### src/logic/pid_ctrl_config.svh
`ifndef PID_CTRL_CONFIG_SVH
`define PID_CTRL_CONFIG_SVH

////////////////////////////////////////
// channel counts
////////////////////////////////////////

`define N_ADC       6   // adc input channels
`define N_DAC       8   // dac output channels

////////////////////////////////////////
// datapath widths
////////////////////////////////////////

`define W_ADC       18  // adc sample width
`define W_PID       18  // pid result width
`define W_DAC_DATA  16  // dac code width
`define W_DAC_CHS   3   // dac channel index width
`define W_SRC       3   // router source index width
`define W_OSM       3   // oversample mode width

// pid sum is scaled down by this many bits before saturation
`define PID_SHIFT   8

// dac8568 serial frame
`define W_FRAME     32  // bits per frame
`define DAC_CMD     3   // write input register n and update n

`endif
### src/logic/pid_pkg.sv
`include "pid_ctrl_config.svh"

package pid_pkg;

	typedef logic signed [`W_ADC-1:0] adc_word_t; // one adc sample

	// raw parallel samples, one strobe per channel
	typedef struct packed {
		logic [`N_ADC-1:0]        valid;
		adc_word_t [`N_ADC-1:0]   sample;
	} adc_bus_t;

	// pid result word as carried through the router
	typedef struct packed {
		logic                     lock;  // lock enable of the source channel
		logic                     valid;
		logic signed [`W_PID-1:0] data;
	} pid_sample_t;

	// pid settings, shared by all six cores
	typedef struct packed {
		logic signed [15:0]       setpoint;
		logic signed [15:0]       p_coef;
		logic signed [15:0]       i_coef;
		logic signed [15:0]       d_coef;
		logic [`W_OSM-1:0]        osm;        // log2 of oversample ratio
		logic [`N_ADC-1:0]        lock_mask;  // one lock bit per channel
	} pid_cfg_t;

	// one router output
	typedef struct packed {
		logic                     active;
		logic [`W_SRC-1:0]        src;   // pid channel feeding this output
	} route_t;

	// output preprocessor settings
	typedef struct packed {
		logic [`W_DAC_DATA-1:0]   out_min;
		logic [`W_DAC_DATA-1:0]   out_max;
		logic [`W_DAC_DATA-1:0]   out_init;  // code while unlocked
		logic signed [7:0]        mult;      // gain on the routed correction
	} opp_cfg_t;

	typedef struct packed {
		pid_cfg_t                 pid;
		route_t [`N_DAC-1:0]      routes;
		opp_cfg_t                 opp;
	} ctrl_cfg_t;

	// one dac write
	typedef struct packed {
		logic [`W_DAC_CHS-1:0]    chan;
		logic [`W_DAC_DATA-1:0]   data;
	} dac_cmd_t;

endpackage

### src/logic/router.sv
`include "pid_ctrl_config.svh"

module router import pid_pkg::*; (
	input  logic                      clk50,
	input  logic                      rst,
	input  logic                      update,
	input  route_t [`N_DAC-1:0]       routes,
	input  pid_sample_t [`N_ADC-1:0]  in_bus,
	output pid_sample_t [`N_DAC-1:0]  out_bus
);

	route_t [`N_DAC-1:0] routes_q;   // shadowed map, all inactive after reset

	always_ff @(posedge clk50) begin
		if (rst) begin
			routes_q <= '0;
			out_bus  <= '0;
		end else begin
			if (update)
				routes_q <= routes;
			for (int k = 0; k < `N_DAC; k++) begin
				// a source index past the last pid channel counts as inactive
				if (routes_q[k].active && (routes_q[k].src < `N_ADC))
					out_bus[k] <= in_bus[routes_q[k].src];
				else
					out_bus[k].valid <= 1'b0;
			end
		end
	end

endmodule

### config.mk
export PLATFORM = sky130hd
export DESIGN_NAME = router
export DESIGN_NICKNAME = d
export VERILOG_FILES = /design/src/logic/pid_pkg.sv /design/src/logic/router.sv
export VERILOG_INCLUDE_DIRS = /design/src /design/src/logic
export SDC_FILE = /design/constraint.sdc
export NUM_CORES = 1
export LEC_CHECK = 0
export BUFFER_PORTS_ARGS = -buffer_cell sky130_fd_sc_hd__buf_2
export CAP_MARGIN = 10
export CORE_UTILIZATION = 35
export DETAILED_ROUTE_END_ITERATION = 8
export GPL_ROUTABILITY_DRIVEN = 0
export PLACE_DENSITY = 0.52
export SETUP_SLACK_MARGIN = 0.02
export SYNTH_ARGS = -nofsm -noshare
export SYNTH_HDL_FRONTEND = slang
export SYNTH_SLANG_ARGS = --single-unit
### constraint.sdc
create_clock -name clk50 -period 1.5 [get_ports clk50]
set_input_delay 0.3 -clock clk50 [delete_from_list [all_inputs] [get_ports clk50]]
set_output_delay 0.3 -clock clk50 [all_outputs]
set_load 0.02 [all_outputs]
==> results of run 1 <==
-- registers in the layout, summed over array words and instances (netlist names) --
| signal | count |
|---|---|
| out_bus | 160 |
| routes_q | 32 |
-- stage by stage --
step                total power, mW  setup TNS [ns]  instances
finish                        15.91               0       2434
global route                  16.51               0       2431
CTS                           15.93               0       2430
detailed placement            11.13        -0.03069       2399
global placement              11.07        -0.03911       2399
floorplan                     9.291               0       1640
-- repair_timing --
action / 4_1_cts / 5_1_grt
setup endpoints to repair: 23 / 74
endpoints found under the hold margin: 0 / 0
gates resized for setup: 6 / 16
-- worst min-delay path, stage by stage --
cell	delay, ns
buf_2	0.08
mux2i_1	0.06
nor2_1	0.07
-- synth_stat cells --
master	instances
mux2i_1	344
dfxtp_1	192
nor2_1	184
mux2_1	152
nand2_1	152
o22a_1	152
a311oi_2	80
a311oi_1	72
clkbuf_1	63
buf_2	62
buf_1	59
buf_6	40
buf_4	24
inv_1	8
mux4_2	8
nand2b_1	8
nor2b_1	8
o41ai_1	8
or2_1	8
or4b_1	8
a21boi_1	7
a21boi_2	1
-- kinds of logic after synthesis --
kind of cell / count (synthesis)
multiplexers: 504
flip-flops: 192
AND/OR/NAND/NOR: 368
AO/OA/AOI/OAI: 320
buffers and inverters: 256
-- routing by layer --
layer  GRT usage (%)  up-vias  part of all wire, %
met2           48.19      720                   48
met4           15.94       18                  5.4
met3           6.231      173                  7.7
met5               0        -                 0.17
met1           34.34     7099                   39
li1                -     6452                    -
-- worst paths after layout --
path             endpoint  depth (start not counted)  slack (ns)          from
max           out_bus[18]                          1        0.07   out_bus[18]
min          routes_q[27]                          3        0.06    routes[27]
max reg2reg  out_bus[153]                          5        0.08  routes_q[29]
min reg2reg   out_bus[79]                          2        0.49   out_bus[79]
-- layout by cell type, fill, tap and decap left out, types with 4 or more instances in the layout --
master     count
clkbuf_16     17
a311oi_2      84
buf_4         71
a21boi_4       8
inv_1          8
mux4_2         8
nand2b_1       8
clkinv_2       6
a311oi_1      68
buf_12        35
dfxtp_2       11
mux2_1       152
nor2b_1        8
nor2_1       184
o41ai_1        7
dfxtp_1      175
or2_1          8
or4b_1         8
buf_2        313
mux2i_1      344
dfxtp_4        6
nand2_1      152
o22a_1       152
diode_2        4
-- area by class of cell --
type	count	area, um^2
well taps	585	732.0
fillers	4367	24960
clock buffers	19	432.9
repair buffers	422	2836
multi-input cells	1192	10240
inverters	8	30.03
diodes	4	10.01
clock inverters	12	143.9
flip-flops and latches	192	3880
-- power groups by stage --
| stage | Sequential, mW | Clock (mW) | Combinational [mW] |
|---|---|---|---|
| after floorplan | 6.11 | 0 | 3.18 |
| after global placement | 5.90 | 0 | 5.17 |
| after detailed placement | 5.90 | 0 | 5.23 |
| after CTS | 5.78 | 4.90 | 5.25 |
| after global routing | 5.81 | 5.09 | 5.60 |
| final | 5.78 | 4.84 | 5.29 |
==> results.cfg, run 1 <==
[placed_design]
dp_hpwl_mm = 48.76
dp_slack_ns = -0.03069
dpl_cell_area_um2 = 17650
numPortBuffers = 314

[clock_tree]
clk-insertion-delay-late_ns = 0.48
cts_setup_buffers = 0
cts_tree = built
clkTransAtPathRegs_ns = 0.07
cts.sinks = 192
clk_path_buf_depth = 2
htree_num_levels = 4
hold_buffers = 0
cts_root_buffer = clkbuf_16
cts_buffers = 17

[worst_setup_path]
cp_num_buf_inv = 1
cp_slowest_stage_delay_ns = 0.45
crit_path_start_kind = register
critical_path_class = reg -> out
crit_slowest_cell = dfxtp_1
path_cells = buf_2
end_kind = primary output
cp_top_family = flip-flops
cp.required_ns = 1.20
critPathArrivalTime_ns = 1.13
crit_fanout = 1

[grt]
grt_max_degree = 62
grt_pass1_wl_mm = 94.24
antenna_found_initial = 13
grt_pass1_vias = 14120
overflow = 0
gr-usage-all-layers_pct = 28.86

[power]
switching_share_pct = 35.63
p_int_mw = 10.24
power.density_nw_per_um2 = 868.8
leakage_nw = 6.812
power.share.sequential_pct = 36.3
switchingPower_mw = 5.667
power_frac_clock_pct = 30.4
ir_drop_v = 0.0007602
p_comb_share_pct = 33.2

[timing]
fin_crit_ns = 1.434
setup_viol = 0
drv_slew = 0
fin_crit_sh_pct = 95.62
max_freq_ghz = 0.6972
finalHoldViolations = 0
rsz0062_at_grt = false
slew_headroom_pct = 76.31
tightest_slew_ns = 0.3554
finalHoldWorstSlack_ns = 0.06082
fin_ws_ns = 0.06564
finClkSkew_ns = 0.009063

[synthesis]
syn_area_um2 = 15400
synth.net_count = 1795
synth_fa_ha_area_share_pct = 0
synth_area_leaders = dfxtp_1 (25%), mux2i_1 (22%), mux2_1 (11%)
seq_area_frac_synth_pct = 24.97
synth.area.mux_share_pct = 34.65
avgSynthCellArea_um2 = 9.388
synth_xor_area_share_pct = 0
ys_ff_latch = 192
synth_top_cell_by_area = dfxtp_1
yosysUniqueCellTypes = 22
yosysWarnings = 0
synthCells = 1640
synth_compound_area_share_pct = 21.41
synth_top_family_by_area = multiplexers
synthSimpleGateAreaFrac_pct = 9.687
synth_top_cell_area_share_pct = 24.97

[floorplanning]
coreArea_um2 = 43270
io_pins = 315
initial_core_util_pct = 35.58
die_h_um = 211.7
die_area_um2 = 44830
row_count = 76
die_width_um = 211.7

[outcome]
run_status = completed

[layout]
area_growth_pct = 18.91
final_area_um2 = 18310
final_util_pct = 42.31
drive_above_1_share_pct = 30.84
final_nets = 1988

[job]
cap_violations = 0

[route]
antenna_left = 0
num_vias = 14460
routed_wl_mm = 65.21
first_iter_violations = 1077
drcViolationCount = 0
detail_route.vias_per_cell = 5.942
avgRoutedWirePerCell_um = 26.79
first_pass_iters = 5

[worst_hold_path]
hold_class = in -> reg
No activity file was read; power rests on OpenSTA's default activity.
==> run 2, diff against run 1 <==
Settings changed: PLACE_DENSITY 0.52 to 0.54.
Clock period 1.5 ns to 1.2 ns, I/O delays scaled along.
==> run 2 against run 1 <==
The flow now finishes with violations (negative setup slack). Critical path depth increased by 4. Global-route usage grew 1.9 points. Sequential power is 27% higher. Clock skew up 0.0038 ns. Total power is 39% higher. Non-clock buffer count up 195. Die area stayed put. Cell count grew 8.5%. Combinational power is 64% higher. Wire length is 13% higher. Sequential cell count unchanged. Critical endpoint is now out_bus[81]. Largest cell class unchanged. Largest power group is now combinational logic.
==> results.cfg, run 2 (same netlist as run 1, synthesis figures left out) <==
[power]
switchingPower_mw = 7.850
switching_share_pct = 35.41
power.density_nw_per_um2 = 980.0
power.share.sequential_pct = 33.1
p_int_mw = 14.32
ir_drop_v = 0.0009634
power_frac_clock_pct = 27.7
p_comb_share_pct = 39.2
leakage_nw = 8.594

[clock_tree]
cts_root_buffer = clkbuf_16
clkTransAtPathRegs_ns = 0.08
clk-insertion-delay-late_ns = 0.48
htree_num_levels = 4
cts_buffers = 17
cts_tree = built
clk_path_buf_depth = 2
cts.sinks = 192

[worst_setup_path]
critPathArrivalTime_ns = 1.81
critical_path_class = reg -> reg
reg2reg_depth = 5
crit_slowest_cell = dfxtp_4
crit_fanout = 5
r2r-start = routes_q[17]
cp_slowest_stage_delay_ns = 0.38
r2r-end = out_bus[81]
cp.required_ns = 1.57
setup.worst_path.end = out_bus[81]
end_kind = register
crit_path_start_kind = register
path_cells = buf_8, buf_12, mux2i_1, o22a_1, a311oi_2
startpoint = routes_q[17]
reg2reg_setup_slack_ns = -0.23

[layout]
final_common_cell = mux2i_1
mostFrequentLayoutCells = mux2i_1 (340), buf_6 (223), nor2_1 (165), buf_4 (155), buf_2 (154)
area_growth_pct = 46.92
largest_reg_flops = 160
final_nets = 2190
nFillCells = 3950
final_cells = 2640
drive_above_1_share_pct = 51.12
largestRegisters = out_bus x160, routes_q x32
largest_register = out_bus

[timing]
setup_viol = 183
finalHoldWorstSlack_ns = 0.01520
tightest_slew_ns = 0.4197
slew_headroom_pct = 72.02
finalHoldViolations = 0
rsz0062_at_grt = true
fin_crit_ns = 1.434
fin_crit_sh_pct = 119.5
max_freq_ghz = 0.6973
fin_ws_ns = -0.2340
drv_slew = 0
finClkSkew_ns = 0.01287

[route]
antenna_left = 0
routed_wl_mm = 73.87
avgRoutedWirePerCell_um = 27.98
drcViolationCount = 0
first_iter_violations = 1518
num_vias = 16000
first_pass_iters = 6
detail_route.vias_per_cell = 6.059

[floorplanning]
row_count = 76
die_area_um2 = 44830
die_h_um = 211.7
io_pins = 315
coreArea_um2 = 43270
initial_core_util_pct = 35.58
die_width_um = 211.7

[grt]
grt_max_degree = 33
overflow = 0
grt_pass1_vias = 15190
grt_pass1_wl_mm = 101.3
gr-usage-all-layers_pct = 30.81
antenna_found_initial = 16

[outcome]
violations = negative setup slack
run_status = finished, violations left

[placed_design]
numPortBuffers = 314
dp_hpwl_mm = 49.02
placedCellCount = 2439

[job]
cap_violations = 0

[worst_hold_path]
hold_class = in -> reg
run 2: changes by cell type in the layout (fill, tap and decap cells not counted), sizes merged:
cell / before / now
dlygate4sd3: 0 / 3
clkinvlp: 2 / 6
clkbuf: 20 / 37
or2: 8 / 15
buf: 421 / 595
clkinv: 7 / 5
diode: 4 / 7
run 2: worst max-delay path, delay by kind of cell (launching register included):
family | cells | cell delay [ns]
DFF | 1 | 0.38
muxes | 1 | 0.11
AOI/OAI and AO/OA | 2 | 0.54
buffers and inverters | 2 | 0.30
run 2: power by group through the flow:
stage	registers (mW)	clock network, mW	logic [mW]
floorplan	7.64	0	3.99
global placement	7.33	0	6.65
detailed placement	7.34	0	6.73
CTS	7.35	6.19	7.85
global route	7.39	6.42	9.03
finish	7.34	6.13	8.69
run 2: how the worst min path moves through the flow:
stage | startpoint | to | slack (ns) | cells after the start
6_report | routes[23] | routes_q[23] | 0.02 | 3
3_5_place_dp | routes[25] | routes_q[25] | 0.48 | 3
3_3_place_gp | routes[25] | routes_q[25] | 0.48 | 3
4_1_cts | routes[23] | routes_q[23] | 0.005 | 3
2_1_floorplan | routes[30] | routes_q[30] | 0.39 | 2
5_1_grt | routes[24] | routes_q[24] | 0.02 | 3
run 2: what timing repair did:
action	4_1_cts	5_1_grt
setup endpoints to repair	320	319
endpoints found under the hold margin	3	0
hold buffers	3	0
resized for setup	630	131
cloned	22	25
pin swaps	109	111
setup buffers	58	61
run 2: layout make-up:
class | instances | area [um^2] | share of cell area (%)
Inverter | 8 | 30.03 | 0.1328
Sequential cell | 192 | 4173 | 18.45
Clock buffer | 18 | 429.2 | 1.897
Multi-Input combinational cell | 1199 | 10810 | 47.79
Clock inverter | 14 | 167.7 | 0.7412
Antenna cell | 7 | 17.52 | 0.07744
Tap cell | 585 | 732.0 | 3.236
Timing Repair Buffer | 617 | 6260 | 27.67
run 2: through the flow:
step	setup WS [ns]	TNS, ns	util [%]	total power, mW	area (um^2)
finish	-0.2340	-23.84	52.28	22.17	22620
detailed placement	-0.2743	-27.47	41.69	14.06	18040
global route	-0.2518	-30.78	52.24	22.83	22600
CTS	-0.1862	-21.52	48.98	21.40	21190
floorplan	-0.1594	-16.18	-	11.63	15420
global placement	-0.2471	-24.18	41.69	13.99	18040
run 2: layer usage:
layer | share of wire (%) | global-route usage, % | vias up | wire length (um)
li1 | - | - | 6919 | -
met2 | 46 | 52.01 | 984 | 34210
met1 | 39 | 36.65 | 7789 | 28780
met5 | 0.18 | 0 | - | 135
met4 | 5.3 | 13.97 | 22 | 3920
met3 | 9.2 | 7.684 | 281 | 6826
==> run 3, diff against run 2 <==
Settings changed: PLACE_DENSITY 0.54 to 0.65.
==> run 3 against run 2 <==
The run still ends with negative setup slack left. Global-route usage increased by 1.4 points. Total power increased by 2.3%. Register-to-register slack got worse by 0.06 ns. Sequential power about the same. Fmax decreased by 3.7%. Sequential share of layout area decreased by 0.56 points. Clock skew increased by 0.0012 ns. Cell count increased by 0.83%. Hold slack got worse by 0.0082 ns. Non-clock buffer count increased by 28.
==> results.cfg, run 3 (same netlist as run 1, synthesis figures left out) <==
[timing]
max_freq_ghz = 0.6714
fin_crit_sh_pct = 124.1
slew_headroom_pct = 67.55
rsz0062_at_grt = true
tightest_slew_ns = 0.4867
drv_slew = 0
finalHoldWorstSlack_ns = 0.007041
fin_crit_ns = 1.490
finClkSkew_ns = 0.01407
setup_viol = 185
finalHoldViolations = 0
fin_ws_ns = -0.2895

[clock_tree]
clkTransAtPathRegs_ns = 0.08
htree_num_levels = 4
cts_root_buffer = clkbuf_16
clk-insertion-delay-late_ns = 0.48
clk_path_buf_depth = 2
cts_buffers = 17
cts.sinks = 192
cts_tree = built

[layout]
largestRegisters = out_bus x160, routes_q x32
final_nets = 2213
largest_reg_flops = 160
mostFrequentLayoutCells = mux2i_1 (344), buf_6 (214), buf_4 (166), nor2_1 (163), dfxtp_2 (157)
area_growth_pct = 50.50
drive_above_1_share_pct = 52.92
final_common_cell = mux2i_1
final_cells = 2662
largest_register = out_bus

[worst_setup_path]
r2r-start = routes_q[1]
crit_fanout = 5
reg2reg_depth = 6
critPathArrivalTime_ns = 1.87
critical_path_class = reg -> reg
cp.required_ns = 1.58
end_kind = register
setup.worst_path.end = out_bus[0]
startpoint = routes_q[1]
crit_path_start_kind = register
reg2reg_setup_slack_ns = -0.29
r2r-end = out_bus[0]

[placed_design]
dp_hpwl_mm = 48.07
placedCellCount = 2444
numPortBuffers = 314

[route]
first_iter_violations = 1817
first_pass_iters = 9
detail_route.vias_per_cell = 6.264
num_vias = 16680
avgRoutedWirePerCell_um = 28.78
drcViolationCount = 0
routed_wl_mm = 76.62
antenna_left = 0

[power]
ir_drop_v = 0.0009157
leakage_nw = 8.886
power.density_nw_per_um2 = 978.3

[floorplanning]
die_width_um = 211.7
io_pins = 315
coreArea_um2 = 43270
die_h_um = 211.7
die_area_um2 = 44830
initial_core_util_pct = 35.58
row_count = 76

[worst_hold_path]
hold_depth = 3
hold_class = in -> reg

[grt]
grt_max_degree = 40
grt_pass1_wl_mm = 106.1
grt_pass1_vias = 16150
overflow = 0
antenna_found_initial = 15
gr-usage-all-layers_pct = 32.16

[outcome]
run_status = finished, violations left
violations = negative setup slack

[job]
cap_violations = 0
## run 3: routing by layer
layer / share of wire (%) / wire (um) / GRT usage, %
met5: 0.18 / 138 / 0
met4: 5.6 / 4299 / 15.09
met3: 12 / 8859 / 8.500
met2: 46 / 35330 / 52.82
met1: 37 / 27990 / 38.98
## run 3: metrics by stage
step	setup WS, ns	TNS (ns)	util (%)	power, mW	instance area [um^2]
detailed placement	-0.3105	-33.93	41.73	14.03	18050
CTS	-0.2495	-28.01	51.45	21.84	22260
finish	-0.2895	-30.18	53.55	22.67	23170
global route	-0.3345	-36.84	53.53	23.26	23160
global placement	-0.2878	-30.60	41.73	13.90	18050
floorplan	-0.1594	-16.18	-	11.63	15420
## run 3: power breakdown
part,internal [mW],switching [mW],total [mW]
sequential,6.88,0.469,7.35
combinational,4.42,4.75,9.17
clock,2.98,3.17,6.15
## run 3: worst min path at each step
| stage | start | end | slack (ns) |
|---|---|---|---|
| after floorplan | routes[30] | routes_q[30] | 0.39 |
| after global placement | routes[27] | routes_q[27] | 0.48 |
| after global routing | routes[17] | routes_q[17] | -0.005 |
| after CTS | routes[27] | routes_q[27] | 0.004 |
| after detailed placement | routes[26] | routes_q[26] | 0.48 |
| final | routes[27] | routes_q[27] | 0.007 |
## run 3: timing repair
action,in CTS,in global routing
pin swaps,156,135
endpoints found under the setup margin,320,316
hold endpoints to repair,4,0
gates resized for setup,696,114
setup buffers,87,51
cloned,41,8
hold buffers,4,0
## run 3: worst max-delay path, stage by stage (launching register included)
cell and delay (ns):
dfxtp_4 0.39, buf_8 0.15, buf_12 0.13, clkbuf_16 0.15, mux2i_1 0.12, o22a_1 0.25
a311oi_2 0.21
## run 3: layout make-up
cell class,instances,area (um^2)
Timing Repair Buffer,645,6785
Inverter,8,30.03
Tap cell,585,732.0
Sequential cell,192,4145
Multi-Input combinational cell,1194,10870
Clock buffer,17,425.4
Antenna cell,6,15.01
Fill cell,3657,20100
Clock inverter,15,170.2
