[config.mk]
export PLATFORM = sky130hd
export DESIGN_NAME = dac_instr_queue
export DESIGN_NICKNAME = d
export VERILOG_FILES = /design/src/logic/pid_pkg.sv /design/src/logic/dac_instr_queue.sv
export VERILOG_INCLUDE_DIRS = /design/src /design/src/logic
export SDC_FILE = /design/constraint.sdc
export NUM_CORES = 1
export LEC_CHECK = 0
export BUFFER_PORTS_ARGS = -buffer_cell sky130_fd_sc_hd__buf_2
export CAP_MARGIN = 20
export CORE_MARGIN = 3
export CORE_UTILIZATION = 47
export CTS_BUF_LIST = sky130_fd_sc_hd__clkbuf_8 sky130_fd_sc_hd__clkbuf_16
export CTS_CLUSTER_SIZE = 25
export DETAILED_ROUTE_END_ITERATION = 8
export GPL_ROUTABILITY_DRIVEN = 0
export PLACE_DENSITY = 0.75
export SLEW_MARGIN = 40
export SYNTH_ARGS = -nofsm -noshare
export SYNTH_HDL_FRONTEND = slang
export SYNTH_SLANG_ARGS = --single-unit
[constraint.sdc]
create_clock -name clk50 -period 2.1 [get_ports clk50]
set_input_delay 0.42 -clock clk50 [delete_from_list [all_inputs] [get_ports clk50]]
set_output_delay 0.42 -clock clk50 [all_outputs]
set_load 0.01 [all_outputs]
[src/logic/pid_ctrl_config.svh]
`ifndef PID_CTRL_CONFIG_SVH
`define PID_CTRL_CONFIG_SVH

////////////////////////////////////////
// channel counts
////////////////////////////////////////

`define N_ADC       6   // adc input channels
`define N_DAC       8   // dac output channels

////////////////////////////////////////
// datapath widths
////////////////////////////////////////

`define W_ADC       18  // adc sample width
`define W_PID       18  // pid result width
`define W_DAC_DATA  16  // dac code width
`define W_DAC_CHS   3   // dac channel index width
`define W_SRC       3   // router source index width
`define W_OSM       3   // oversample mode width

// pid sum is scaled down by this many bits before saturation
`define PID_SHIFT   8

// dac8568 serial frame
`define W_FRAME     32  // bits per frame
`define DAC_CMD     3   // write input register n and update n

`endif
[src/logic/pid_pkg.sv]
`include "pid_ctrl_config.svh"

package pid_pkg;

	typedef logic signed [`W_ADC-1:0] adc_word_t; // one adc sample

	// raw parallel samples, one strobe per channel
	typedef struct packed {
		logic [`N_ADC-1:0]        valid;
		adc_word_t [`N_ADC-1:0]   sample;
	} adc_bus_t;

	// pid result word as carried through the router
	typedef struct packed {
		logic                     lock;  // lock enable of the source channel
		logic                     valid;
		logic signed [`W_PID-1:0] data;
	} pid_sample_t;

	// pid settings, shared by all six cores
	typedef struct packed {
		logic signed [15:0]       setpoint;
		logic signed [15:0]       p_coef;
		logic signed [15:0]       i_coef;
		logic signed [15:0]       d_coef;
		logic [`W_OSM-1:0]        osm;        // log2 of oversample ratio
		logic [`N_ADC-1:0]        lock_mask;  // one lock bit per channel
	} pid_cfg_t;

	// one router output
	typedef struct packed {
		logic                     active;
		logic [`W_SRC-1:0]        src;   // pid channel feeding this output
	} route_t;

	// output preprocessor settings
	typedef struct packed {
		logic [`W_DAC_DATA-1:0]   out_min;
		logic [`W_DAC_DATA-1:0]   out_max;
		logic [`W_DAC_DATA-1:0]   out_init;  // code while unlocked
		logic signed [7:0]        mult;      // gain on the routed correction
	} opp_cfg_t;

	typedef struct packed {
		pid_cfg_t                 pid;
		route_t [`N_DAC-1:0]      routes;
		opp_cfg_t                 opp;
	} ctrl_cfg_t;

	// one dac write
	typedef struct packed {
		logic [`W_DAC_CHS-1:0]    chan;
		logic [`W_DAC_DATA-1:0]   data;
	} dac_cmd_t;

endpackage

[src/logic/dac_instr_queue.sv]
`include "pid_ctrl_config.svh"

module dac_instr_queue import pid_pkg::*; (
	input  logic                              clk50,
	input  logic                              rst,
	input  logic [`N_DAC-1:0]                 valid,   // new code per channel
	input  logic [`N_DAC-1:0][`W_DAC_DATA-1:0] codes,
	input  logic                              done,    // controller finished a frame
	output dac_cmd_t                          cmd,
	output logic                              cmd_valid
);

	logic [`N_DAC-1:0]                  pending;   // code waiting to be sent
	logic [`N_DAC-1:0][`W_DAC_DATA-1:0] store;     // latest code per channel
	logic                               busy;      // command in flight
	logic                               issue;
	logic [`W_DAC_CHS-1:0]              sel;
	logic [`N_DAC-1:0]                  grant;

	////////////////////////////////////////
	// lowest pending channel wins
	////////////////////////////////////////

	always_comb begin
		sel = '0;
		for (int k = `N_DAC - 1; k >= 0; k--) begin
			if (pending[k])
				sel = `W_DAC_CHS'(k);
		end
	end

	assign issue = !busy && (|pending);
	assign grant = issue ? (`N_DAC'(1) << sel) : '0;

	always_ff @(posedge clk50) begin
		if (rst) begin
			pending   <= '0;
			busy      <= 1'b0;
			cmd_valid <= 1'b0;
		end else begin
			pending   <= (pending & ~grant) | valid;  // a fresh code re-arms the bit
			cmd_valid <= issue;                       // single cycle strobe
			if (issue)
				busy <= 1'b1;
			else if (done)
				busy <= 1'b0;
		end
	end

	// newer code replaces an unsent one
	always_ff @(posedge clk50) begin
		for (int k = 0; k < `N_DAC; k++) begin
			if (valid[k])
				store[k] <= codes[k];
		end
	end

	always_ff @(posedge clk50) begin
		if (issue)
			cmd <= '{chan: sel, data: store[sel]};
	end

endmodule

==> results of run 1 <==
## cells in the mapped netlist (6+ instances only)
cell type / count
buf_2: 10
dfxtp_1: 10
nand2b_1: 7
o21ai_0: 13
edfxtp_1: 147
clkbuf_1: 7
nor2_1: 21
a22oi_1: 9
a221o_1: 6
nand2_1: 26
a21o_1: 8
a21oi_1: 27
a221oi_1: 21
## layout make-up
class                           instances  share of cell area [%]
Sequential cell                       157                    59.2
Multi-Input combinational cell        194                    17.3
Timing Repair Buffer                  191                    13.5
Clock buffer                           17                    5.45
Tap cell                              168                    2.69
Clock inverter                         15                    1.47
Inverter                                7                   0.417
## worst paths after layout
path / cells past startpoint / to / slack [ns] / startpoint
worst min register to register: 2 / pending[4] / 0.52 / pending[4]
worst max-delay path: 9 / cmd[2] / 0.009 / pending[7]
worst max register to register: 9 / cmd[2] / 0.009 / pending[7]
worst min-delay path: 1 / store[85] / 0.17 / codes[85]
## what timing repair did
item,4_1_cts,5_1_grt
endpoints found under the hold margin,0,0
pin swaps,0,6
setup buffers,0,5
gates resized for setup,5,24
setup endpoints to repair,15,37
cloned,0,0
## sequential cells by signal, indices dropped and copies added, names as in the netlist
| register | cells |
|---|---|
| store | 128 |
| pending | 8 |
| cmd_valid | 1 |
| cmd | 19 |
| busy | 1 |
## cells by family (layout without fill, tap and decap cells)
family	count (synthesis)	in the layout	synth area share, %
buffers and inverters	28	230	2.21
multiplexers	6	6	1.08
AO/OA/AOI/OAI	104	104	12.9
AND/OR/NAND/NOR	84	84	6.86
flip-flops	157	157	76.9
## worst reg2reg max path, delay by kind of cell, from the launching register on
family	cells	cell delay [ns]
buffers and inverters	4	0.66
AO/OA/AOI/OAI	3	0.65
flip-flops	1	0.34
AND/OR/NAND/NOR	2	0.18
## metal layers
layer / up-vias / global-route usage [%]
li1: 1885 / -
met1: 2005 / 27.9
met2: 272 / 36.9
met3: 33 / 6.36
met4: 0 / 7.82
met5: - / 0
## power groups by stage
stage | sequential, W | clock [W] | combinational (W)
after CTS | 0.00389 | 0.00280 | 0.000920
after detailed placement | 0.00395 | 0 | 0.000908
after floorplan | 0.00394 | 0 | 0.000420
final | 0.00389 | 0.00276 | 0.000976
after global placement | 0.00394 | 0 | 0.000880
after global routing | 0.00391 | 0.00296 | 0.00106
## per-stage QoR
| step | total power, W | hold slack [ns] | setup TNS (ns) | util [%] |
|---|---|---|---|---|
| 6_report | 0.00763 | 0.172 | 0 | 63.7 |
| 5_1_grt | 0.00793 | 0.155 | -0.228 | 63.7 |
| 4_1_cts | 0.00761 | 0.159 | 0 | 62.7 |
| 3_5_place_dp | 0.00485 | 0.559 | -1.20 | 58.1 |
| 3_3_place_gp | 0.00482 | 0.535 | -0.279 | 58.1 |
| 2_1_floorplan | 0.00436 | 0.497 | 0 | - |
==> insert_results.sql, run 1 <==
INSERT INTO impl_metrics (metric_group, metric, value, unit) VALUES
('synthesis', 'leading_post_synthesis_cells_by_cell_area', 'edfxtp_1 (74%), dfxtp_1 (3.3%), a221oi_1 (3.1%)', ''),
('cells_and_area', 'fillCellCount', '878', ''),
('routing', 'avgViaCountPerCell', '5.60', ''),
('synthesis', 'synth-seq-cells', '157', ''),
('cts', 'cts-htree-levels', '4', ''),
('power_and_ir_drop', 'combinationalPowerShare', '12.8', '%'),
('grt', 'antenna_found_initial', '0', ''),
('cts', 'total_clock_buffers_created_by_cts', '17', ''),
('critical_path', 'path_max_fanout', '6', ''),
('cells_and_area', 'antennaDiodeCount', '0', ''),
('synthesis', 'post-synth-top-area-fraction', '73.6', '%'),
('die', 'floorplan.initialDensity', '48.9', '%'),
('grt', 'wire_length_of_the_first_global_routing_pass', '23300', 'um'),
('grt', 'grt_remaining_overflow', '0', ''),
('critical_path', 'slowest_stage_cell_crit_path', 'dfxtp_1', ''),
('cells_and_area', 'layout_commonest_cell', 'buf_2', ''),
('sta', 'postLayoutSetupSlackWorst', '0.00904', 'ns'),
('synthesis', 'synth_enable_flop_cells', '147', ''),
('cts', 'cts_hold_repair.buffers', '0', ''),
('routing', 'top_layer_used', 'met4', ''),
('placement', 'io_buffer_count', '158', ''),
('power_and_ir_drop', 'net-switching-power', '0.00190', 'W'),
('grt', 'number_of_global_route_vias_before_repair', '4347', ''),
('die', 'dieHeight', '119', 'um'),
('routing', 'postRouteWirelength', '15500', 'um'),
('synthesis', 'synth_top_flop_cell', 'edfxtp_1', ''),
('grt', 'grt_start_max_net_pins', '22', ''),
('routing', 'route.vias.total', '4195', ''),
('critical_path', 'path_delay_family', 'buffers and inverters', ''),
('power_and_ir_drop', 'swShare', '24.9', '%'),
('sta', 'finalSetupViolCount', '0', ''),
('routing', 'met2_wirelength', '7640', 'um'),
('outcome', 'run_status', 'completed', ''),
('cells_and_area', 'layout_common_cells', 'buf_2 (158), edfxtp_1 (147), buf_4 (32)', ''),
('die', 'die-width', '119', 'um'),
('sta', 'timing.fmax', '478', 'MHz'),
('sta', 'setup_repair_after_global_routing_missed_its_margin', 'yes', ''),
('die', 'rows', '40', ''),
('cts', 'cts.path.max_buffers', '2', ''),
('power_and_ir_drop', 'vdd.ir_drop.worst', '0.601', 'mV'),
('cells_and_area', 'nNetsFinal', '707', ''),
('cells_and_area', 'final_layout_size_suffix_gt1_share', '43.4', '%'),
('cts', 'cts_root_buf', 'clkbuf_16', ''),
('critical_path', 'timing.critical_path.from_type', 'flop', ''),
('placement', 'postPlaceCellArea', '0.00712', 'mm2'),
('cts', 'later_pin_clock_latency_in_the_skew_report', '0.42', 'ns'),
('job', 'max_cap_viol_count', '0', ''),
('critical_path', 'critical-path-max-stage-delay', '0.34', 'ns'),
('cts', 'clk_pin_slew_worst_paths', '0.06', 'ns'),
('power_and_ir_drop', 'powerDensity', '978', 'mW/mm2'),
('synthesis', 'post_synth.cell_area_avg', '15.8', 'um2'),
('power_and_ir_drop', 'pwr-share-seq', '51.0', '%'),
('sta', 'finalCriticalPeriod', '2.09', 'ns'),
('sta', 'fin_crit_sh', '99.6', '%'),
('critical_path', 'path_class', 'flop to flop', ''),
('critical_path', 'worstPathArrival', '2.25', 'ns'),
('cells_and_area', 'stdcell_count', '749', ''),
('power_and_ir_drop', 'power.static_leakage', '3.08', 'nW'),
('critical_path', 'critPathCaptureType', 'flop', ''),
('critical_path', 'required', '2.26', 'ns'),
('cells_and_area', 'multi_input_logic_area', '0.00135', 'mm2'),
('sta', 'hold_violations', '0', ''),
('grt', 'grt_usage', '22.2', '%'),
('synthesis', 'post_synth_num_cell_types', '45', ''),
('routing', 'remaining_drc_errors', '0', ''),
('synthesis', 'synthesis.instances', '379', ''),
('synthesis', 'synth_nets', '518', ''),
('synthesis', 'synth_area_leader_cell', 'edfxtp_1', ''),
('cells_and_area', 'areaGrowthSynthToFinish', '30.1', '%'),
('cts', 'tritoncts', 'built', ''),
('cts', 'clkSinkCount', '157', '');
No activity file was read; power rests on OpenSTA's default activity.
==> inputs of run 2 (changes only) <==
- CORE_UTILIZATION: 47 -> 52
- PLACE_DENSITY: 0.75 -> 0.79
- clock period: 2.1 -> 2.4 ns (I/O delays scaled with it)
==> insert_results.sql, run 2 (same netlist as run 1, synthesis figures left out) <==
INSERT INTO impl_metrics (metric_group, metric, value, unit) VALUES
('placement', 'io_buffer_count', '158', ''),
('cells_and_area', 'largest_register_ffs', '128', ''),
('cts', 'number_of_cells_upsized_or_downsized_after_cts', '0', ''),
('cts', 'cts.path.max_buffers', '2', ''),
('critical_path', 'crit_chain', 'nor2_1, o31ai_4, mux2_2, a221oi_1, a21oi_1, o221a_1', ''),
('critical_path', 'path_delay_family', 'compound AO/OA/AOI/OAI gates', ''),
('die', 'boundaryPins', '159', ''),
('cells_and_area', 'reg_top3', 'store: 128 flops, cmd: 19 flops, pending: 8 flops', ''),
('grt', 'antenna_found_initial', '0', ''),
('grt', 'number_of_global_route_vias_before_repair', '4298', ''),
('die', 'fp.dieArea', '0.0129', 'mm2'),
('cells_and_area', 'layout_common_cells', 'buf_2 (158), edfxtp_1 (147), a21oi_1 (27)', ''),
('sta', 'final.setup_skew', '0.00920', 'ns'),
('critical_path', 'r2r-end', 'cmd[12]', ''),
('critical_path', 'path_max_fanout', '6', ''),
('critical_path', 'timing.critical_path.buf_inv', '0', ''),
('routing', 'routed_wl_per_cell', '21.6', 'um'),
('cells_and_area', 'antennaDiodeCount', '0', ''),
('placement', 'hpwlAfterDp', '10800', 'um'),
('grt', 'grt_remaining_overflow', '0', ''),
('routing', 'detailedRoute.firstIterationViolations', '383', ''),
('cells_and_area', 'fillCellCount', '733', ''),
('power_and_ir_drop', 'pwr-share-seq', '51.1', '%'),
('routing', 'postRouteWirelength', '15200', 'um'),
('critical_path', 'critical-path-max-stage-delay', '0.46', 'ns'),
('cells_and_area', 'largest-register', 'store', ''),
('outcome', 'run_status', 'completed', ''),
('sta', 'finalCriticalPeriod', '2.28', 'ns'),
('sta', 'setup_repair_after_global_routing_missed_its_margin', 'no', ''),
('cells_and_area', 'areaGrowthSynthToFinish', '25.9', '%'),
('power_and_ir_drop', 'clock_power_share', '37.3', '%'),
('power_and_ir_drop', 'p_total', '0.00667', 'W'),
('critical_path', 'critPathCaptureType', 'flop', ''),
('cts', 'total_clock_buffers_created_by_cts', '17', ''),
('die', 'rows', '38', ''),
('sta', 'fin_hold_ws', '0.230', 'ns'),
('sta', 'postLayoutSetupSlackWorst', '0.122', 'ns'),
('critical_path', 'critical_path.endpoint', 'cmd[12]', ''),
('sta', 'timing.final.max_slew_violations', '0', ''),
('critical_path', 'worstPathArrival', '2.44', 'ns'),
('routing', 'postRouteAntennaNets', '0', ''),
('die', 'die-width', '113', 'um'),
('critical_path', 'reg2reg_setup_slack', '0.12', 'ns'),
('cts', 'later_pin_clock_latency_in_the_skew_report', '0.42', 'ns'),
('routing', 'drt_pre_antenna_iters', '6', ''),
('routing', 'remaining_drc_errors', '0', ''),
('routing', 'route.vias.total', '4122', ''),
('power_and_ir_drop', 'powerDensity', '883', 'mW/mm2'),
('power_and_ir_drop', 'swShare', '24.2', '%'),
('sta', 'max-slew-margin-rel', '66.6', '%'),
('cts', 'post_cts.repair.setup_buffers', '0', ''),
('cts', 'clk_pin_slew_worst_paths', '0.06', 'ns'),
('power_and_ir_drop', 'power.static_leakage', '2.98', 'nW'),
('die', 'core', '0.0111', 'mm2'),
('grt', 'grt_usage', '24.5', '%'),
('cells_and_area', 'final-seq-area', '0.00461', 'mm2'),
('cells_and_area', 'multi_input_logic_area', '0.00127', 'mm2'),
('cts', 'cts_hold_repair.buffers', '0', ''),
('power_and_ir_drop', 'combinationalPowerShare', '11.7', '%'),
('cts', 'cts-htree-levels', '4', ''),
('sta', 'tightestPinTransition', '0.502', 'ns'),
('placement', 'pre_cts_ws', '0.0183', 'ns'),
('cells_and_area', 'layout_commonest_cell', 'buf_2', ''),
('sta', 'finalSetupViolCount', '0', ''),
('job', 'max_cap_viol_count', '0', ''),
('cts', 'tritoncts', 'built', ''),
('sta', 'hold_violations', '0', ''),
('cells_and_area', 'final_layout_size_suffix_gt1_share', '38.8', '%'),
('cells_and_area', 'nNetsFinal', '690', ''),
('critical_path', 'path_class', 'flop to flop', ''),
('power_and_ir_drop', 'internal-power', '0.00506', 'W'),
('critical_path', 'setup.worst_path.start', 'pending[6]', ''),
('die', 'floorplan.initialDensity', '54.2', '%'),
('cts', 'clkSinkCount', '157', ''),
('critical_path', 'slowest_stage_cell_crit_path', 'a221oi_1', ''),
('cells_and_area', 'total_non_filler_cell_area_in_the_finished_layout', '0.00755', 'mm2'),
('critical_path', 'timing.critical_path.from_type', 'flop', ''),
('min_path', 'hp_class', 'input port to flop', ''),
('cts', 'cts_root_buf', 'clkbuf_16', ''),
('die', 'dieHeight', '113', 'um'),
('grt', 'wire_length_of_the_first_global_routing_pass', '22900', 'um'),
('critical_path', 'cp.depth', '6', ''),
('grt', 'grt_start_max_net_pins', '31', ''),
('power_and_ir_drop', 'net-switching-power', '0.00161', 'W'),
('critical_path', 'startpoint_of_the_most_critical_register_to_register_path', 'pending[6]', ''),
('sta', 'fin_tns_setup', '0', 'ns'),
('critical_path', 'reg2reg_depth', '6', ''),
('sta', 'fin_crit_sh', '94.9', '%'),
('sta', 'timing.fmax', '439', 'MHz'),
('routing', 'avgViaCountPerCell', '5.86', ''),
('power_and_ir_drop', 'vdd.ir_drop.worst', '0.640', 'mV'),
('critical_path', 'required', '2.56', 'ns'),
('placement', 'postPlaceCellArea', '0.00700', 'mm2');
[run 2: cell count changes in the layout (fill, tap and decap cells not counted), sizes merged]
cell      delta
clkinvlp     -2
inv          +2
buf         -17
clkinv       -1
bufinv       +1
[run 2: layout make-up]
cell class,instances,area share (%)
Clock buffer,17,5.63
Multi-Input combinational cell,194,16.8
Tap cell,140,2.32
Sequential cell,157,61.1
Clock inverter,15,1.62
Inverter,7,0.348
Timing Repair Buffer,174,12.2
[run 2: worst reg2reg max path: stages, from the launching register on]
cell      delay, ns
dfxtp_1        0.40
nor2_1         0.10
o31ai_4        0.33
mux2_2         0.39
a221oi_1       0.46
a21oi_1        0.10
o221a_1        0.25
[run 2: metrics by stage]
step	util, %	instances
2_1_floorplan	-	379
3_3_place_gp	63.2	672
3_5_place_dp	63.2	672
4_1_cts	68.1	704
5_1_grt	68.2	704
6_report	68.2	704
[run 2: per-layer routing]
| metal | global-route usage, % | share of wire [%] |
|---|---|---|
| met3 | 6.68 | 9.7 |
| met5 | 0 | 0 |
| met4 | 9.94 | 3.0 |
| met1 | 30.3 | 36 |
| met2 | 41.0 | 51 |
[run 2: power groups by stage]
stage	combinational, W	sequential [W]	clock (W)
2_1_floorplan	0.000366	0.00345	0
3_3_place_gp	0.000739	0.00345	0
3_5_place_dp	0.000767	0.00346	0
4_1_cts	0.000772	0.00340	0.00252
5_1_grt	0.000841	0.00342	0.00265
6_report	0.000779	0.00341	0.00249
[run 2: worst min path at each step]
| stage | to | cells past startpoint | slack, ns | start |
|---|---|---|---|---|
| final | store[119] | 1 | 0.23 | codes[119] |
| after global routing | store[39] | 1 | 0.22 | codes[39] |
| after CTS | store[5] | 1 | 0.22 | codes[5] |
| after detailed placement | pending[7] | 2 | 0.55 | pending[7] |
| after global placement | pending[7] | 2 | 0.53 | pending[7] |
| after floorplan | pending[7] | 2 | 0.50 | pending[7] |
==> inputs of run 3 (changes only) <==
- CORE_UTILIZATION: 52 -> 25
- PLACE_DENSITY: 0.79 -> default
==> insert_results.sql, run 3 (same netlist as run 1, synthesis figures left out) <==
INSERT INTO impl_metrics (metric_group, metric, value, unit) VALUES
('outcome', 'run_status', 'completed', ''),
('cells_and_area', 'largest-register', 'store', ''),
('critical_path', 'startpoint_of_the_most_critical_register_to_register_path', 'pending[4]', ''),
('job', 'max_cap_viol_count', '0', ''),
('die', 'floorplan.initialDensity', '25.5', '%'),
('cells_and_area', 'largest_register_ffs', '128', ''),
('critical_path', 'path_class', 'flop to flop', ''),
('sta', 'fin_hold_ws', '0.228', 'ns'),
('sta', 'finalSetupViolCount', '0', ''),
('cts', 'later_pin_clock_latency_in_the_skew_report', '0.42', 'ns'),
('routing', 'top_layer_used', 'met4', ''),
('min_path', 'hold-path-cell-count', '1', ''),
('power_and_ir_drop', 'powerDensity', '883', 'mW/mm2'),
('sta', 'final.setup_skew', '0.0177', 'ns'),
('cts', 'post_cts.repair.setup_buffers', '0', ''),
('min_path', 'hold_path_startpoint', 'codes[20]', ''),
('cells_and_area', 'reg_top3', 'store: 128 flops, cmd: 19 flops, pending: 8 flops', ''),
('sta', 'postLayoutSetupSlackWorst', '0.202', 'ns'),
('routing', 'remaining_drc_errors', '0', ''),
('sta', 'fin_crit_sh', '91.6', '%'),
('placement', 'hpwlAfterDp', '13400', 'um'),
('critical_path', 'r2r-end', 'cmd[0]', ''),
('sta', 'fin_tns_setup', '0', 'ns'),
('cts', 'cts-htree-levels', '4', ''),
('power_and_ir_drop', 'vdd.ir_drop.worst', '0.473', 'mV'),
('critical_path', 'path_max_fanout', '9', ''),
('grt', 'grt_start_max_net_pins', '24', ''),
('die', 'core', '0.0235', 'mm2'),
('critical_path', 'reg2reg_depth', '6', ''),
('die', 'die-width', '161', 'um'),
('sta', 'setup_repair_after_global_routing_missed_its_margin', 'no', ''),
('cts', 'tritoncts', 'built', ''),
('routing', 'detailroute.wirelength.met3', '1080', 'um'),
('routing', 'routed_wl_per_cell', '20.4', 'um'),
('critical_path', 'worstPathArrival', '2.38', 'ns'),
('cts', 'cts.path.max_buffers', '2', ''),
('cells_and_area', 'total_non_filler_cell_area_in_the_finished_layout', '0.00790', 'mm2'),
('routing', 'route.vias.total', '3964', ''),
('min_path', 'min_delay_worst_endpoint', 'store[20]', ''),
('placement', 'pre_cts_ws', '0.0919', 'ns'),
('routing', 'avgViaCountPerCell', '4.44', ''),
('sta', 'timing.fmax', '455', 'MHz'),
('placement', 'postPlaceCellArea', '0.00729', 'mm2'),
('min_path', 'hp_class', 'input port to flop', ''),
('grt', 'wire_length_of_the_first_global_routing_pass', '26000', 'um'),
('die', 'dieHeight', '161', 'um'),
('sta', 'finalCriticalPeriod', '2.20', 'ns'),
('sta', 'timing.final.max_slew_violations', '0', ''),
('die', 'boundaryPins', '159', ''),
('cells_and_area', 'antennaDiodeCount', '0', ''),
('placement', 'placed_cells', '860', ''),
('sta', 'tightestPinTransition', '0.597', 'ns'),
('critical_path', 'reg2reg_setup_slack', '0.20', 'ns'),
('cts', 'cts_root_buf', 'clkbuf_16', ''),
('sta', 'max-slew-margin-rel', '60.0', '%'),
('grt', 'antenna_found_initial', '0', ''),
('cts', 'clk_pin_slew_worst_paths', '0.07', 'ns'),
('grt', 'grt_remaining_overflow', '0', ''),
('routing', 'route.layer.met1.wl', '8450', 'um'),
('critical_path', 'critPathCaptureType', 'flop', ''),
('routing', 'drt_pre_antenna_iters', '4', ''),
('cells_and_area', 'stdcell_count', '892', ''),
('grt', 'grt_usage', '14.1', '%'),
('cells_and_area', 'final_layout_size_suffix_gt1_share', '39.6', '%'),
('placement', 'io_buffer_count', '158', ''),
('cts', 'clkSinkCount', '157', ''),
('routing', 'met2_wirelength', '8420', 'um'),
('die', 'rows', '56', ''),
('cts', 'cts_hold_repair.buffers', '0', ''),
('power_and_ir_drop', 'power.static_leakage', '3.04', 'nW'),
('cts', 'total_clock_buffers_created_by_cts', '17', ''),
('cells_and_area', 'layout_commonest_cell', 'buf_2', ''),
('grt', 'number_of_global_route_vias_before_repair', '4081', ''),
('critical_path', 'required', '2.58', 'ns'),
('cts', 'number_of_cells_upsized_or_downsized_after_cts', '0', ''),
('sta', 'hold_violations', '0', ''),
('routing', 'postRouteWirelength', '18200', 'um'),
('cells_and_area', 'layout_common_cells', 'buf_2 (158), edfxtp_1 (147), a21oi_1 (27)', ''),
('cells_and_area', 'areaGrowthSynthToFinish', '31.6', '%'),
('routing', 'postRouteAntennaNets', '0', ''),
('die', 'fp.dieArea', '0.0259', 'mm2'),
('critical_path', 'timing.critical_path.from_type', 'flop', ''),
('cells_and_area', 'nNetsFinal', '699', ''),
('routing', 'detailedRoute.firstIterationViolations', '293', '');
-- run 3: critical path, stage by stage (launching register included) --
cell and delay (ns):
dfxtp_1 0.41, o31ai_4 0.35, buf_4 0.20, mux2_2 0.33, a221oi_1 0.35, a21oi_1 0.08, o221a_1 0.24
-- run 3: worst max path at each step --
stage | startpoint | end | cells past startpoint
2_1_floorplan | pending[4] | cmd[13] | 7
3_3_place_gp | pending[4] | cmd[12] | 6
3_5_place_dp | pending[4] | cmd[0] | 6
4_1_cts | pending[4] | cmd[12] | 6
5_1_grt | pending[4] | cmd[14] | 7
6_report | pending[4] | cmd[0] | 6
-- run 3: power breakdown --
part	total [W]	switching, W	internal (W)
clock	0.00274	0.00110	0.00164
sequential	0.00342	0.000118	0.00330
combinational	0.000823	0.000469	0.000353
-- run 3: layout make-up --
| class | instances | area (um2) |
|---|---|---|
| Multi-Input combinational cell | 194 | 1270 |
| Tap cell | 319 | 399 |
| Fill cell | 2364 | 15600 |
| Timing Repair Buffer | 183 | 991 |
| Inverter | 7 | 26.3 |
| Clock inverter | 15 | 173 |
| Clock buffer | 17 | 425 |
| Sequential cell | 157 | 4610 |
-- run 3: metrics by stage --
stage / power, W / utilization [%]
global placement: 0.00430 / 31.0
finish: 0.00697 / 33.5
detailed placement: 0.00431 / 31.0
global route: 0.00726 / 33.5
floorplan: 0.00381 / -
CTS: 0.00705 / 33.5
-- run 3: per-layer routing --
metal / GRT usage [%] / up-vias
met4: 3.91 / 0
met2: 21.8 / 160
met3: 3.51 / 21
met5: 0 / -
met1: 19.7 / 1920
li1: - / 1863
